<file path="config.mk">
export PLATFORM = sky130hd
export DESIGN_NAME = add_unit
export DESIGN_NICKNAME = d
export VERILOG_FILES = /design/src/verilog/add_pkg.sv /design/src/verilog/add_unit.sv /design/src/verilog/add_sum_sel.sv /design/src/verilog/add_glb_carry.sv /design/src/verilog/add_byte_gp.sv
export SDC_FILE = /design/constraint.sdc
export NUM_CORES = 1
export LEC_CHECK = 0
export BUFFER_PORTS_ARGS = -buffer_cell sky130_fd_sc_hd__buf_2
export CAP_MARGIN = 10
export CORE_ASPECT_RATIO = 1.5
export CORE_MARGIN = 4
export CORE_UTILIZATION = 45
export DETAILED_ROUTE_END_ITERATION = 8
export HOLD_SLACK_MARGIN = 0.03
export PLACE_DENSITY_LB_ADDON = 0.1
export SYNTH_ARGS = -nofsm -noshare
export SYNTH_HDL_FRONTEND = slang
export SYNTH_SLANG_ARGS = --single-unit
</file>
<file path="constraint.sdc">
create_clock -name clk -period 8.3 [get_ports clk]
set_input_delay 0.415 -clock clk [delete_from_list [all_inputs] [get_ports clk]]
set_output_delay 0.415 -clock clk [all_outputs]
set_load 0.02 [all_outputs]
</file>
<file path="src/verilog/add_pkg.sv">
//--------------------
// Adder shared types
// Operand, byte signal and opcode types plus the request and
// response structs of the 64-bit adder unit. Bit 0 and byte 0
// are the most significant.
//--------------------

package add_pkg;

   // full operand or result word, bit 0 is the msb
   typedef logic [0:63] add_word_t;

   // one signal per byte, byte 0 is the most significant
   typedef logic [0:7] byte_sig_t;

   typedef enum logic [1:0] {
      op_add = 2'b00,
      op_sub = 2'b01,
      op_adc = 2'b10
   } add_op_e;

   // one operation, 131 bits
   typedef struct packed {
      add_word_t a;
      add_word_t b;
      add_op_e   op;
      logic      cin;
   } add_req_t;

   // one result with flags, 67 bits
   typedef struct packed {
      add_word_t sum;
      logic      cout;
      logic      ovf;
      logic      zero;
   } add_rsp_t;

endpackage
</file>
<file path="src/verilog/add_unit.sv">
//--------------------
// 64-bit adder unit
// Stages one operation per strobe, conditions the operands by
// opcode, adds them in a carry-select datapath and registers
// the flagged result two edges after the strobe.
//--------------------

`timescale 1ns/1ps

module add_unit (
   input  logic              clk,
   input  logic              rst,
   input  logic              in_valid,
   input  add_pkg::add_req_t req,
   output logic              out_valid,
   output add_pkg::add_rsp_t rsp
);

   logic               stg_vld;
   add_pkg::add_req_t  stg_req;
   add_pkg::add_word_t x;
   add_pkg::add_word_t y;
   logic               ci;
   add_pkg::byte_sig_t g08;
   add_pkg::byte_sig_t t08;
   add_pkg::byte_sig_t c64_b;
   add_pkg::add_word_t sum0;
   add_pkg::add_word_t sum1;
   add_pkg::add_rsp_t  nxt_rsp;

   // valid pipeline
   always_ff @(posedge clk) begin
      if (rst) begin
         stg_vld   <= 1'b0;
         out_valid <= 1'b0;
      end else begin
         stg_vld   <= in_valid;
         out_valid <= stg_vld;
      end
   end

   always_ff @(posedge clk) begin
      if (in_valid) begin
         stg_req <= req;
      end
      if (stg_vld) begin
         rsp <= nxt_rsp;
      end
   end

   // operand conditioning
   assign x = stg_req.a;

   always_comb begin
      y  = stg_req.b;
      ci = 1'b0;
      case (stg_req.op)
         add_pkg::op_sub: begin
            y  = ~stg_req.b;
            ci = 1'b1;
         end
         add_pkg::op_adc: begin
            ci = stg_req.cin;
         end
         default: begin
            ci = 1'b0;
         end
      endcase
   end

   add_byte_gp i_byte_gp (
      .x    (x),
      .y    (y),
      .g08  (g08),
      .t08  (t08),
      .sum0 (sum0),
      .sum1 (sum1)
   );

   add_glb_carry i_glb_carry (
      .g08   (g08),
      .t08   (t08),
      .ci    (ci),
      .c64_b (c64_b)
   );

   add_sum_sel i_sum_sel (
      .c64_b (c64_b),
      .ci    (ci),
      .sum0  (sum0),
      .sum1  (sum1),
      .x_msb (x[0]),
      .y_msb (y[0]),
      .rsp   (nxt_rsp)
   );

   // every strobe gives exactly one result two edges later
   a_latency : assert property (
      @(posedge clk) disable iff (rst)
      (!$past(rst) && !$past(rst, 2)) |-> (out_valid == $past(in_valid, 2))
   );

   // staged opcode stays within the defined encodings
   a_op_legal : assert property (
      @(posedge clk) disable iff (rst)
      stg_vld |-> (stg_req.op inside {add_pkg::op_add, add_pkg::op_sub, add_pkg::op_adc})
   );

endmodule

</file>
<file path="src/verilog/add_sum_sel.sv">
//--------------------
// Adder sum select
// Picks each byte's sum by its incoming carry and forms
// the carry out, signed overflow and zero flags.
//--------------------

`timescale 1ns/1ps

module add_sum_sel (
   input  add_pkg::byte_sig_t c64_b,
   input  logic               ci,
   input  add_pkg::add_word_t sum0,
   input  add_pkg::add_word_t sum1,
   input  logic               x_msb,
   input  logic               y_msb,
   output add_pkg::add_rsp_t  rsp
);

   add_pkg::byte_sig_t byte_ci;
   add_pkg::add_word_t sum;

   // carry into byte k is the carry out of byte k+1, ci feeds byte 7
   assign byte_ci = {~c64_b[1:7], ci};

   always_comb begin
      for (int k = 0; k < 8; k++) begin
         if (byte_ci[k]) begin
            sum[8*k +: 8] = sum1[8*k +: 8];
         end else begin
            sum[8*k +: 8] = sum0[8*k +: 8];
         end
      end
   end

   assign rsp.sum  = sum;
   assign rsp.cout = ~c64_b[0];
   // operands agree in sign but the result does not
   assign rsp.ovf  = (x_msb == y_msb) && (sum[0] != x_msb);
   assign rsp.zero = ~|sum;

endmodule

</file>
<file path="src/verilog/add_glb_carry.sv">
//--------------------
// Adder global carry lookahead
// Turns byte group generate/transmit and the global carry-in
// into the inverted carry out of each byte. Terms alternate
// between true and inverted phase through the tree.
//--------------------

`timescale 1ns/1ps

module add_glb_carry (
   input  add_pkg::byte_sig_t g08,
   input  add_pkg::byte_sig_t t08,
   input  logic               ci,
   output add_pkg::byte_sig_t c64_b
);

   // byte 7 merged with ci, used by every byte
   logic       g7c_b;
   // bytes 1..7, shared by bytes 0 and 1
   logic [0:3] b1_g16_b;
   logic [0:2] b1_t16_b;
   logic [0:1] b1_g32;
   logic       b1_t32;
   logic       g56_b;
   logic       b0_c64;
   // shorter trees for bytes 2..6
   logic [0:3] b2_g16_b;
   logic [0:2] b2_t16_b;
   logic [0:1] b2_g32;
   logic       b2_t32;
   logic [0:3] b3_g16_b;
   logic [0:2] b3_t16_b;
   logic [0:1] b3_g32;
   logic       b3_t32;
   logic [0:1] b4_g32;
   logic       b4_t32;
   logic [0:1] b5_g32;
   logic       b5_t32;
   logic       b6_g32;

   assign g7c_b = ~(g08[7] | (t08[7] & ci));

   // bytes 1..7 with ci
   assign b1_g16_b[0] = ~(g08[1] | (t08[1] & g08[2]));
   assign b1_g16_b[1] = ~(g08[3] | (t08[3] & g08[4]));
   assign b1_g16_b[2] = ~(g08[5] | (t08[5] & g08[6]));
   assign b1_g16_b[3] = g7c_b;
   assign b1_t16_b[0] = ~(t08[1] & t08[2]);
   assign b1_t16_b[1] = ~(t08[3] & t08[4]);
   assign b1_t16_b[2] = ~(t08[5] & t08[6]);
   assign b1_g32[0]   = ~(b1_g16_b[0] & (b1_t16_b[0] | b1_g16_b[1]));
   assign b1_g32[1]   = ~(b1_g16_b[2] & (b1_t16_b[2] | b1_g16_b[3]));
   assign b1_t32      = ~(b1_t16_b[0] | b1_t16_b[1]);
   assign g56_b       = ~(b1_g32[0] | (b1_t32 & b1_g32[1]));

   // full word carry out adds byte 0's own group
   assign b0_c64   = ~(~g08[0] & (~t08[0] | g56_b));
   assign c64_b[0] = ~b0_c64;
   assign c64_b[1] = g56_b;

   // bytes 2..7
   assign b2_g16_b[0] = ~(g08[2] | (t08[2] & g08[3]));
   assign b2_g16_b[1] = ~(g08[4] | (t08[4] & g08[5]));
   assign b2_g16_b[2] = ~g08[6];
   assign b2_g16_b[3] = g7c_b;
   assign b2_t16_b[0] = ~(t08[2] & t08[3]);
   assign b2_t16_b[1] = ~(t08[4] & t08[5]);
   assign b2_t16_b[2] = ~t08[6];
   assign b2_g32[0]   = ~(b2_g16_b[0] & (b2_t16_b[0] | b2_g16_b[1]));
   assign b2_g32[1]   = ~(b2_g16_b[2] & (b2_t16_b[2] | b2_g16_b[3]));
   assign b2_t32      = ~(b2_t16_b[0] | b2_t16_b[1]);
   assign c64_b[2]    = ~(b2_g32[0] | (b2_t32 & b2_g32[1]));

   // bytes 3..7
   assign b3_g16_b[0] = ~(g08[3] | (t08[3] & g08[4]));
   assign b3_g16_b[1] = ~g08[5];
   assign b3_g16_b[2] = ~g08[6];
   assign b3_g16_b[3] = g7c_b;
   assign b3_t16_b[0] = ~(t08[3] & t08[4]);
   assign b3_t16_b[1] = ~t08[5];
   assign b3_t16_b[2] = ~t08[6];
   assign b3_g32[0]   = ~(b3_g16_b[0] & (b3_t16_b[0] | b3_g16_b[1]));
   assign b3_g32[1]   = ~(b3_g16_b[2] & (b3_t16_b[2] | b3_g16_b[3]));
   assign b3_t32      = ~(b3_t16_b[0] | b3_t16_b[1]);
   assign c64_b[3]    = ~(b3_g32[0] | (b3_t32 & b3_g32[1]));

   // bytes 4..7, the 16-bit level collapses to single bytes
   assign b4_g32[0] = ~(~g08[4] & (~t08[4] | ~g08[5]));
   assign b4_g32[1] = ~(~g08[6] & (~t08[6] | g7c_b));
   assign b4_t32    = t08[4] & t08[5];
   assign c64_b[4]  = ~(b4_g32[0] | (b4_t32 & b4_g32[1]));

   // bytes 5..7
   assign b5_g32[0] = ~(~g08[5] & (~t08[5] | ~g08[6]));
   assign b5_g32[1] = ~g7c_b;
   assign b5_t32    = t08[5] & t08[6];
   assign c64_b[5]  = ~(b5_g32[0] | (b5_t32 & b5_g32[1]));

   // bytes 6 and 7
   assign b6_g32   = ~(~g08[6] & (~t08[6] | g7c_b));
   assign c64_b[6] = ~b6_g32;

   // byte 7 sees only its own group and ci
   assign c64_b[7] = g7c_b;

endmodule

</file>
<file path="src/verilog/add_byte_gp.sv">
//--------------------
// Adder byte groups
// Per-byte group generate and transmit, plus the two
// conditional byte sums for a carry-in of 0 and of 1.
//--------------------

`timescale 1ns/1ps

module add_byte_gp (
   input  add_pkg::add_word_t x,
   input  add_pkg::add_word_t y,
   output add_pkg::byte_sig_t g08,
   output add_pkg::byte_sig_t t08,
   output add_pkg::add_word_t sum0,
   output add_pkg::add_word_t sum1
);

   add_pkg::add_word_t gen;
   add_pkg::add_word_t prp;

   // bit generate and propagate
   assign gen = x & y;
   assign prp = x ^ y;

   always_comb begin
      logic c0;
      logic c1;
      logic tt;
      int   b;

      for (int k = 0; k < 8; k++) begin
         c0 = 1'b0;
         c1 = 1'b1;
         tt = 1'b1;
         // ripple from the byte lsb (bit 8k+7) up to its msb
         for (int i = 7; i >= 0; i--) begin
            b = 8 * k + i;
            sum0[b] = prp[b] ^ c0;
            sum1[b] = prp[b] ^ c1;
            c0 = gen[b] | (prp[b] & c0);
            c1 = gen[b] | (prp[b] & c1);
            tt = tt & prp[b];
         end
         // carry out with no carry in is the group generate
         g08[k] = c0;
         // carry passes only if every bit propagates
         t08[k] = tt;
      end
   end

endmodule

</file>
# After elaboration in Yosys (flattened, before gate mapping)
# Cells that the tools add are included.
[classes]
n_bitwise = 477
eq_ne = 4
reduce_logical = 3
n_mux = 10
[ops]
columns = ["operator", "count"]
rows = [
  ["1-bit bitwise AND", 184],
  ["1-bit bitwise OR", 134],
  ["1-bit bitwise XOR", 112],
  ["64-bit bitwise AND", 1],
  ["64-bit two-way mux", 1],
  ["8-bit two-way mux", 8],
  ["64-bit NOT", 1],
  ["64-bit OR reduction", 1],
  ["64-bit bitwise XOR", 1],
  ["1-bit NOT", 43],
  ["7-bit NOT", 1],
  ["2-bit by 1-bit == test with 1-bit output, second input constant", 1],
  ["2-bit == test, second input constant", 1],
  ["1-bit case mux with 2 select lines", 1],
  ["1-bit == test", 1],
  ["1-bit logical AND", 1],
  ["1-bit logical NOT", 1],
  ["1-bit inequality test", 1],
]
[totals]
elab_cells = 504
input_bits = 134
regBits = 200

# Depth between registers and ports, before layout
# Gate-level depths: netlist (run 1).
[logic_depth]
depth_word = 29
mapped_depth = 19

# Hierarchy
# From an unflattened synthesis (run 1), not the netlist that was laid out.
[hier_totals]
hier_cells = 722
hier_area_um2 = 11506.0
[by_module_without_submodules]
columns = ["module", "cells_per_inst", "instances", "area_per_inst_um2", "seq_area_each_um2"]
rows = [
  ["add_unit", 279, 1, 6675.2, 5985.7],
  ["add_byte_gp", 280, 1, 3453.3, 0.0],
  ["add_sum_sel", 136, 1, 1181.1, 0.0],
  ["add_glb_carry", 27, 1, 196.4, 0.0],
]

# Worst setup path before layout (run 1)
# Ideal clock, no wire load.
[synth_timing]
path_kind = "flip-flop to flip-flop"
from = "reg stg_req[2] (netlist bit)"
to = "reg rsp[0] (netlist bit), data pin"
t_required_ns = 8.130
path_stages_with_launch = 19
arrival_ns = 4.937
setup_time_ns = 0.170
path_slack_ns = 3.194
synth_period_minus_slack_ns = 5.106
cell_sequence = "edfxtp_1 inv_1 ha_1 clkbuf_1 buf_1 xor2_1 ha_1 buf_4 nand4_1 or4_4 o211a_1 nor2_2 mux2_4 o211a_1 or4_1 or4b_1 nor4_1 nand4_1 nor4_2"
[synth_rtl]
columns = ["item", "line", "rtl"]
rows = [
  ["from (decl)", "add_unit.sv:20", "add_pkg::add_req_t stg_req;"],
  ["from (signal assigned)", "add_unit.sv:44", "stg_req <= req;"],
  ["to (signal assigned)", "add_unit.sv:47", "rsp <= nxt_rsp;"],
  ["to (decl)", "add_unit.sv:16", "output add_pkg::add_rsp_t rsp"],
]

==> results of run 1 <==
## worst max-delay path, stage by stage, from the launching register on
cell      delay (ns)
edfxtp_1        0.39
inv_1           0.10
ha_4            0.44
buf_4           0.49
xor2_1          0.19
ha_1            0.30
a21oi_1         0.23
o211a_1         0.21
o31ai_2         0.11
a221oi_1        0.71
nor3_1          0.15
or3_1           0.44
mux2i_1         0.38
mux2_1          0.37
or4_2           0.55
nor4_2          0.26
## registers in the layout, indices dropped and copies added, names as in the netlist
| name | cells |
|---|---|
| out_valid | 1 |
| rsp | 67 |
| stg_req | 67 |
| stg_vld | 1 |
| x | 64 |
## logic make-up after synthesis
| group | after synthesis | synth area share |
|---|---|---|
| multiplexers | 14 | 0.0145 |
| AO/OA/AOI/OAI | 155 | 0.109 |
| AND/OR/NAND/NOR | 162 | 0.0854 |
| buffers and inverters | 47 | 0.0178 |
| adder cells (fa/ha/maj) | 74 | 0.0901 |
| XOR/XNOR | 119 | 0.101 |
| flip-flops | 200 | 0.582 |
## report_power, final
group          internal, uW  leakage [uW]  switching [uW]
Combinational           383       0.00283             597
Clock                   483      0.000284             369
Sequential             1280       0.00193            49.9
## through the flow
step | worst slack, ns | total power [uW] | cell area, sq um
final | 2.79 | 3170 | 12200
after global placement | 2.79 | 2340 | 11600
after detailed placement | 2.71 | 2340 | 11600
after global routing | 2.29 | 3340 | 12200
after CTS | 2.68 | 3200 | 12200
after floorplan | 3.19 | 2030 | 10300
## Yosys cell counts (all sizes together) (9+ instances only)
master,number
xor2,88
a21oi,41
a211oi,19
xnor2,31
nor2,38
o21a,11
a21o,12
nand4,9
nand2,31
nand3,9
inv,35
mux2i,10
edfxtp,198
ha,74
nor3,16
o21ai,28
## layout by cell type, fill, tap and decap left out, types with 8 or more instances in the layout
cell         n
a21o_1      11
xor2_1      88
nor2_1      36
clkbuf_16   17
edfxtp_1   198
xnor2_1     31
nor2b_1      8
nand3_1      9
nor3_1      15
nand2_1     31
a21oi_1     40
buf_2      200
o21a_1      10
a211oi_1    16
nand4_1      9
mux2i_1     10
inv_1       35
ha_1        73
o21ai_0     23
## per-layer routing
layer / share of wire / track usage / vias to the layer above
li1: - / - / 3312
met1: 0.40 / 0.218 / 3161
met2: 0.53 / 0.344 / 180
met3: 0.048 / 0.0444 / 23
met4: 0.020 / 0.0639 / 0
met5: 0 / 0 / -
## cell type report
| type | instances | area share |
|---|---|---|
| flip-flops and latches | 200 | 0.490 |
| clock inverters | 11 | 0.0122 |
| well taps | 276 | 0.0283 |
| inverters | 35 | 0.0108 |
| clock buffers | 21 | 0.0369 |
| multi-input cells | 524 | 0.337 |
| repair buffers | 204 | 0.0844 |
## path summary, 6_finish.rpt
path / startpoint / end / slack [ns] / cells after the start
worst max-delay path: stg_req[2]$_DFFE_PP_ / rsp[0]$_DFFE_PP_ / 2.79 / 15
worst max register to register: stg_req[2]$_DFFE_PP_ / rsp[0]$_DFFE_PP_ / 2.79 / 15
worst min register to register: x[63]$_DFFE_PP_ / rsp[1]$_DFFE_PP_ / 0.67 / 2
worst min-delay path: rst / stg_vld$_SDFF_PP0_ / 0.13 / 2
==> flow_metrics.py, run 1 <==
metrics = {
    "layout": {
        "multi_input_area_sq_um": 4120,
        "n_antenna_cell": 0,
        "fillers": 1919,
        "layout-drive-gt1-share": 0.270,
        "final_core_util": 0.546,
        "stdcell_count": 1271,
        "area_growth_pct": 18.9,
        "nNetsFinal": 1190,
        "regArea_sq_um": 5990,
    },
    "worst_setup_path": {
        "start_kind": "register",
        "critical_path_required_ns": 8.57,
        "crit_type": "reg -> reg",
        "arrival_ns": 5.78,
        "cp_max_fo": 26,
        "critPathCaptureType": "register",
    },
    "die": {
        "fp-row-count": 67,
        "die_w_microns": 131,
        "die_h_microns": 193,
        "core_area_sq_um": 22400,
        "io-pin-count": 202,
        "start_util": 0.459,
        "dieArea_sq_um": 25400,
    },
    "yosys": {
        "yosysTopAreaCell": "edfxtp_1",
        "syn-num-nets": 979,
        "synth_top_area_frac": 0.578,
        "synth-edff-count": 198,
        "yosys.cell_types.count": 74,
        "synth_area_leaders": "edfxtp_1 58%, ha_1 9.0%, xor2_1 7.5%",
        "synthArstFlopShare": 0,
        "synth.cell_area_sq_um": 10300,
        "syn_avg_cell_area_sq_um": 13.3,
        "yosys_warnings": 0,
        "ys_seq_elements": 200,
        "syn_inst": 771,
        "ys_seq_area_frac": 0.582,
        "yosys_most_used_dff": "edfxtp_1",
    },
    "clocking": {
        "clock_sinks": 200,
        "cts_inserted_buffers": 17,
        "ctsResizeCount": 0,
        "clk_pin_slew_worst_paths_ns": 0.07,
        "root_buffer": "clkbuf_16",
        "ctsHoldBuffers": 0,
        "clock_path_buffers": 2,
        "cts_tree": "done",
        "cts_setup_buffers": 0,
        "htree_levels": 4,
        "worstSkewPairLatency_ns": 0.44,
    },
    "timing": {
        "finalHoldViolCount": 0,
        "fmax_mhz": 181,
        "rsz0062_at_grt": "false",
        "slew_headroom": 0.259,
        "tns_ns": 0,
        "finalClockSkew_ns": 0.0112,
        "setup_viol": 0,
        "timing.final.crit_share": 0.664,
        "slew_viol_final": 0,
        "hold_ws_ns": 0.128,
        "worst_slew_pin_slew_ns": 1.11,
        "finalCriticalPeriod_ns": 5.51,
    },
    "placed_design": {
        "dp.cells": 1239,
        "dpl.hpwl_microns": 18000,
        "gp_congestion": 0.847,
        "portBuffers": 201,
    },
    "pwr": {
        "peakVddDrop_uv": 166,
        "cellPowerDensity_nw_per_um2": 259,
        "p_leak_uw": 0.00504,
    },
    "grt": {
        "grt_pass1_vias": 6969,
        "grt_use_total": 0.188,
        "gr-total-overflow": 0,
        "grt_pass1_wl_microns": 36900,
        "antenna_found_initial": 0,
        "grt_max_degree": 84,
    },
    "routing": {
        "route.vias.total": 6676,
        "postRouteAntennaNets": 0,
        "dr.pass1.iters": 5,
        "wl_per_cell_microns": 18.6,
        "vias_per_cell": 5.25,
        "routed_wl_microns": 23700,
        "route.detailed.drc": 0,
        "drtIter0Drc": 463,
    },
    "run": {
        "maxCapViolCount": 0,
    },
    "min_path": {
        "min_path_type": "in -> reg",
    },
    "outcome": {
        "status": "complete, no violations",
    },
}
Power figures use the tool's default switching activity.
==> run 2: changes to the inputs <==
clock period = 5.06 ns   (was 8.3 ns; I/O delays follow)
==> flow_metrics.py, run 2 (synthesis gave the netlist of run 1 again) <==
metrics = {
    "clocking": {
        "cts_tree": "done",
        "root_buffer": "clkbuf_16",
        "clk_pin_slew_worst_paths_ns": 0.07,
        "htree_levels": 4,
        "clock_path_buffers": 2,
        "cts_inserted_buffers": 17,
        "worstSkewPairLatency_ns": 0.44,
        "clock_sinks": 200,
    },
    "routing": {
        "dr.pass1.iters": 4,
        "postRouteAntennaNets": 0,
        "vias_per_cell": 5.15,
        "routed_wl_microns": 25800,
        "route.vias.total": 7307,
        "route.detailed.drc": 0,
        "wl_per_cell_microns": 18.1,
        "drtIter0Drc": 423,
    },
    "layout": {
        "nNetsFinal": 1339,
        "layout_common_cells": "200 x buf_2, 198 x edfxtp_1, 132 x dlygate4sd3_1",
        "regArea_sq_um": 5990,
        "area_growth_pct": 33.1,
        "fillers": 1800,
        "multi_input_area_sq_um": 4150,
        "n_antenna_cell": 0,
        "layout-drive-gt1-share": 0.254,
        "layout_commonest_cell": "buf_2",
    },
    "worst_setup_path": {
        "startpoint": "stg_req[2]$_DFFE_PP_",
        "slowest_delay_ns": 0.58,
        "reg2reg_from": "stg_req[2]$_DFFE_PP_",
        "worst_r2r_endpoint": "rsp[0]$_DFFE_PP_",
        "critical_path_required_ns": 5.32,
        "start_kind": "register",
        "cp_cell_sequence": "inv_1 -> ha_4 -> buf_4 -> clkbuf_16 -> xor2_1 -> ha_1 -> o21ai_0 -> a21oi_1 -> a221o_1 -> a221oi_1 -> buf_4 -> nor3_1 -> or3_1 -> mux2i_1 -> mux2_1 -> or4_2 -> nor4_2",
        "cp_max_fo": 20,
        "crit_type": "reg -> reg",
        "cp_slowest_cell": "or4_2",
        "arrival_ns": 5.04,
        "critPathMostFrequentCell": "buf_4",
        "reg2reg_slack_ns": 0.28,
        "critPathCaptureType": "register",
        "reg2reg_depth": 17,
        "cp-endpoint": "rsp[0]$_DFFE_PP_",
    },
    "pwr": {
        "power_uw": 5190,
        "peakVddDrop_uv": 272,
        "p_leak_uw": 0.00568,
        "cellPowerDensity_nw_per_um2": 380,
    },
    "grt": {
        "grt_use_total": 0.203,
        "gr-total-overflow": 0,
        "grt_max_degree": 69,
        "grt_pass1_wl_microns": 39700,
        "grt_pass1_vias": 7666,
        "antenna_found_initial": 0,
    },
    "timing": {
        "slew_viol_final": 0,
        "finalCriticalPeriod_ns": 4.78,
        "setup_viol": 0,
        "finalHoldViolCount": 0,
        "worst_slew_pin_slew_ns": 1.01,
        "finalClockSkew_ns": 0.0105,
        "timing.final.crit_share": 0.944,
        "slew_headroom": 0.326,
        "fmax_mhz": 209,
        "setup_slack_ns": 0.282,
    },
    "die": {
        "dieArea_sq_um": 25400,
        "fp-row-count": 67,
        "start_util": 0.459,
        "die_w_microns": 131,
        "die_h_microns": 193,
        "io-pin-count": 202,
        "core_area_sq_um": 22400,
    },
    "placed_design": {
        "post-place-ws_ns": 0.0668,
        "portBuffers": 201,
        "dpl.hpwl_microns": 18200,
        "gp_congestion": 0.866,
    },
    "min_path": {
        "whs_path_depth": 1,
        "min_path_type": "in -> reg",
    },
    "run": {
        "maxCapViolCount": 0,
    },
    "outcome": {
        "status": "complete, no violations",
    },
}
==> run 2: cell count changes in the layout (fill, tap and decap cells not counted), sizes merged <==
cell,delta
clkinv,+7
bufinv,-2
buf,+16
dlygate4sd3,+132
clkbuf,-2
clkinvlp,-2
==> run 2: critical path: cells and delay by family, from the launching register on <==
kind / cells / cell delay (ns)
AO/OA/AOI/OAI: 4 / 0.92
XOR/XNOR: 1 / 0.16
adder cells (fa/ha/maj): 2 / 0.53
buffers and inverters: 4 / 0.68
flip-flops: 1 / 0.39
multiplexers: 2 / 0.65
AND/OR/NAND/NOR: 4 / 1.26
==> run 2: per-layer routing <==
metal,wire (microns),global-route usage,vias up
met5,0,0,-
met4,862,0.0897,0
met3,1260,0.0462,48
met2,13600,0.373,232
met1,10000,0.225,3410
li1,-,-,3617
==> run 2: stage by stage <==
step            util  area [sq um]  setup TNS [ns]  hold WS [ns]  cells
6_report       0.611         13700               0         0.344   1420
5_1_grt        0.611         13700         -0.0168         0.354   1420
3_5_place_dp   0.524         11700               0         0.429   1250
3_3_place_gp   0.524         11700               0         0.422   1250
4_1_cts        0.607         13600               0         0.331   1414
2_1_floorplan      -         10300               0         0.325    771
==> run 2: cell type report <==
type | instances | area share
sequential | 200 | 0.438
clock buffer | 18 | 0.0314
timing repair buffer | 353 | 0.185
inverter | 35 | 0.00960
tap | 276 | 0.0252
clock inverter | 14 | 0.00795
multi-input combinational | 524 | 0.303
==> run 2: report_power, final <==
part	internal (uW)	switching, uW
combinational	731	1010
clock	671	590
sequential	2100	84.5
total	3510	1690
==> run 2: worst min-delay path by stage <==
stage,startpoint,end
after global placement,rst,stg_vld$_SDFF_PP0_
after detailed placement,rst,stg_vld$_SDFF_PP0_
final,in_valid,stg_req[0]$_DFFE_PP_
after floorplan,rst,out_valid$_SDFF_PP0_
after CTS,in_valid,stg_req[3]$_DFFE_PP_
after global routing,in_valid,stg_req[6]$_DFFE_PP_
==> run 2: repair_timing <==
action                     4_1_cts  5_1_grt
setup endpoints to repair        0        2
setup buffers                    0        5
hold endpoints to repair       133        0
hold buffers                   132        0
gates resized for setup          0        7
==> run 3: changes to the inputs <==
CORE_UTILIZATION = 50   (was 45)
clock period = 4 ns   (was 5.06 ns; I/O delays follow)
==> flow_metrics.py, run 3 (synthesis gave the netlist of run 1 again) <==
metrics = {
    "placed_design": {
        "dpl.hpwl_microns": 19300,
        "portBuffers": 201,
        "gp_congestion": 0.860,
    },
    "worst_setup_path": {
        "critPathTopFamily": "simple AND/OR/NAND/NOR gates",
        "cp_cell_sequence": "ha_4 -> buf_6 -> xor2_1 -> ha_1 -> a211oi_2 -> o21a_2 -> o211a_1 -> nor2_4 -> xor2_1 -> or4_1 -> or4_4 -> or4b_4 -> nor4_4 -> nand4_1 -> nor4_2",
        "reg2reg_depth": 15,
        "crit_type": "reg -> reg",
        "reg2reg_from": "stg_req[1]$_DFFE_PP_",
        "critical_path_required_ns": 4.28,
        "slowest_delay_ns": 0.55,
        "critPathMostFrequentCell": "xor2_1",
        "critPathCaptureType": "register",
        "start_kind": "register",
        "reg2reg_slack_ns": -0.40,
        "cp_max_fo": 6,
        "arrival_ns": 4.68,
        "worst_r2r_endpoint": "rsp[0]$_DFFE_PP_",
        "critPathBufInv": 1,
        "cp_slowest_cell": "or4_1",
        "startpoint": "stg_req[1]$_DFFE_PP_",
        "cp-endpoint": "rsp[0]$_DFFE_PP_",
        "path_depth": 15,
    },
    "routing": {
        "postRouteAntennaNets": 0,
        "drtIter0Drc": 424,
        "dr.pass1.iters": 4,
        "vias_per_cell": 5.10,
        "routed_wl_microns": 28200,
        "wl_per_cell_microns": 17.5,
        "route.vias.total": 8234,
        "route.detailed.drc": 0,
    },
    "pwr": {
        "internal_power_uw": 5090,
        "power_frac_clock": 0.221,
        "peakVddDrop_uv": 316,
        "power_frac_comb": 0.413,
        "seqPwrFrac": 0.366,
        "p_sw_frac": 0.326,
        "power_switching_uw": 2460,
        "p_leak_uw": 0.00678,
        "power_uw": 7560,
        "cellPowerDensity_nw_per_um2": 482,
    },
    "outcome": {
        "violations": "negative setup slack",
        "status": "complete, but fails checks",
    },
    "grt": {
        "grt_pass1_wl_microns": 43800,
        "grt.met1_usage": 0.261,
        "grt_max_degree": 71,
        "antenna_found_initial": 1,
        "grt_use_met2": 0.474,
        "grt_pass1_vias": 8761,
        "grt_use_met3": 0.0416,
        "gr-total-overflow": 0,
        "grt_use_total": 0.245,
        "grt.busiest_layer": "met2",
    },
    "die": {
        "dieArea_sq_um": 23000,
        "die_h_microns": 184,
        "die_w_microns": 125,
        "core_area_sq_um": 20300,
        "io-pin-count": 202,
        "fp-row-count": 64,
        "start_util": 0.505,
    },
    "clocking": {
        "clock_path_buffers": 2,
        "clk_pin_slew_worst_paths_ns": 0.08,
        "cts_inserted_buffers": 17,
        "root_buffer": "clkbuf_16",
        "worstSkewPairLatency_ns": 0.44,
        "cts_tree": "done",
        "clock_sinks": 200,
        "htree_levels": 4,
    },
    "layout": {
        "layout_commonest_cell": "buf_4",
        "nNetsFinal": 1544,
        "area_growth_pct": 52.5,
        "layout_common_cells": "214 x buf_4, 200 x buf_2, 198 x edfxtp_1",
        "layout-drive-gt1-share": 0.415,
    },
    "timing": {
        "hold_ws_ns": 0.409,
        "setup_slack_ns": -0.400,
        "finalHoldViolCount": 0,
        "timing.final.crit_share": 1.10,
        "finalClockSkew_ns": 0.0105,
        "tns_ns": -0.573,
        "finalCriticalPeriod_ns": 4.40,
        "slew_headroom": 0.341,
        "worst_slew_pin_slew_ns": 0.989,
        "rsz0062_at_grt": "true",
        "slew_viol_final": 0,
        "fmax_mhz": 227,
        "setup_viol": 4,
    },
    "min_path": {
        "min_path_type": "in -> reg",
    },
    "run": {
        "maxCapViolCount": 0,
    },
}
run 3: cell types whose count changed in the layout (fill, tap and decap cells not counted), moves of 8 or more:
cell / before / now
a21oi_1: 38 / 27
buf_4: 18 / 214
a211oi_1: 14 / 6
a21oi_2: 3 / 14
run 3: routing by layer:
metal	wire (microns)	vias up
met4	965	0
met2	15800	243
met5	0	-
met3	1200	51
met1	10300	3914
li1	-	4026
run 3: cell type report:
| type | count | area, sq um |
|---|---|---|
| Timing Repair Buffer | 558 | 4120 |
| Sequential cell | 200 | 5990 |
| Clock buffer | 18 | 429 |
| Multi-Input combinational cell | 524 | 4540 |
| Inverter | 35 | 131 |
| Fill cell | 1311 | 4660 |
| Clock inverter | 14 | 139 |
| Antenna cell | 1 | 2.50 |
| Tap cell | 264 | 330 |
run 3: timing repair:
item,in CTS,in global routing
pin swaps,17,6
resized for setup,51,40
hold buffers,132,0
setup buffers,17,0
hold endpoints to repair,133,0
setup endpoints to repair,14,21
gates cloned,0,2
run 3: power by group through the flow:
stage	Clock [uW]	Combinational (uW)	Sequential (uW)
after floorplan	0	1320	2950
after global placement	0	2720	2810
after detailed placement	0	2740	2810
after CTS	1700	3000	2770
after global routing	1780	3360	2790
final	1670	3120	2770
run 3: worst min-delay path by stage:
stage,from,end,slack [ns],cells after the start
after floorplan,rst,out_valid$_SDFF_PP0_,0.27,1
after global placement,rst,stg_vld$_SDFF_PP0_,0.36,2
after detailed placement,rst,stg_vld$_SDFF_PP0_,0.38,2
after CTS,in_valid,stg_req[5]$_DFFE_PP_,0.41,1
after global routing,in_valid,stg_req[5]$_DFFE_PP_,0.44,1
final,in_valid,stg_req[5]$_DFFE_PP_,0.41,1
run 3: through the flow:
stage | setup WS [ns] | utilization | cells | area, sq um
after floorplan | -0.330 | - | 771 | 10400
after global placement | -0.632 | 0.649 | 1431 | 13200
after detailed placement | -0.673 | 0.649 | 1431 | 13200
after CTS | -0.419 | 0.759 | 1611 | 15400
after global routing | -0.636 | 0.771 | 1614 | 15700
final | -0.400 | 0.771 | 1614 | 15700
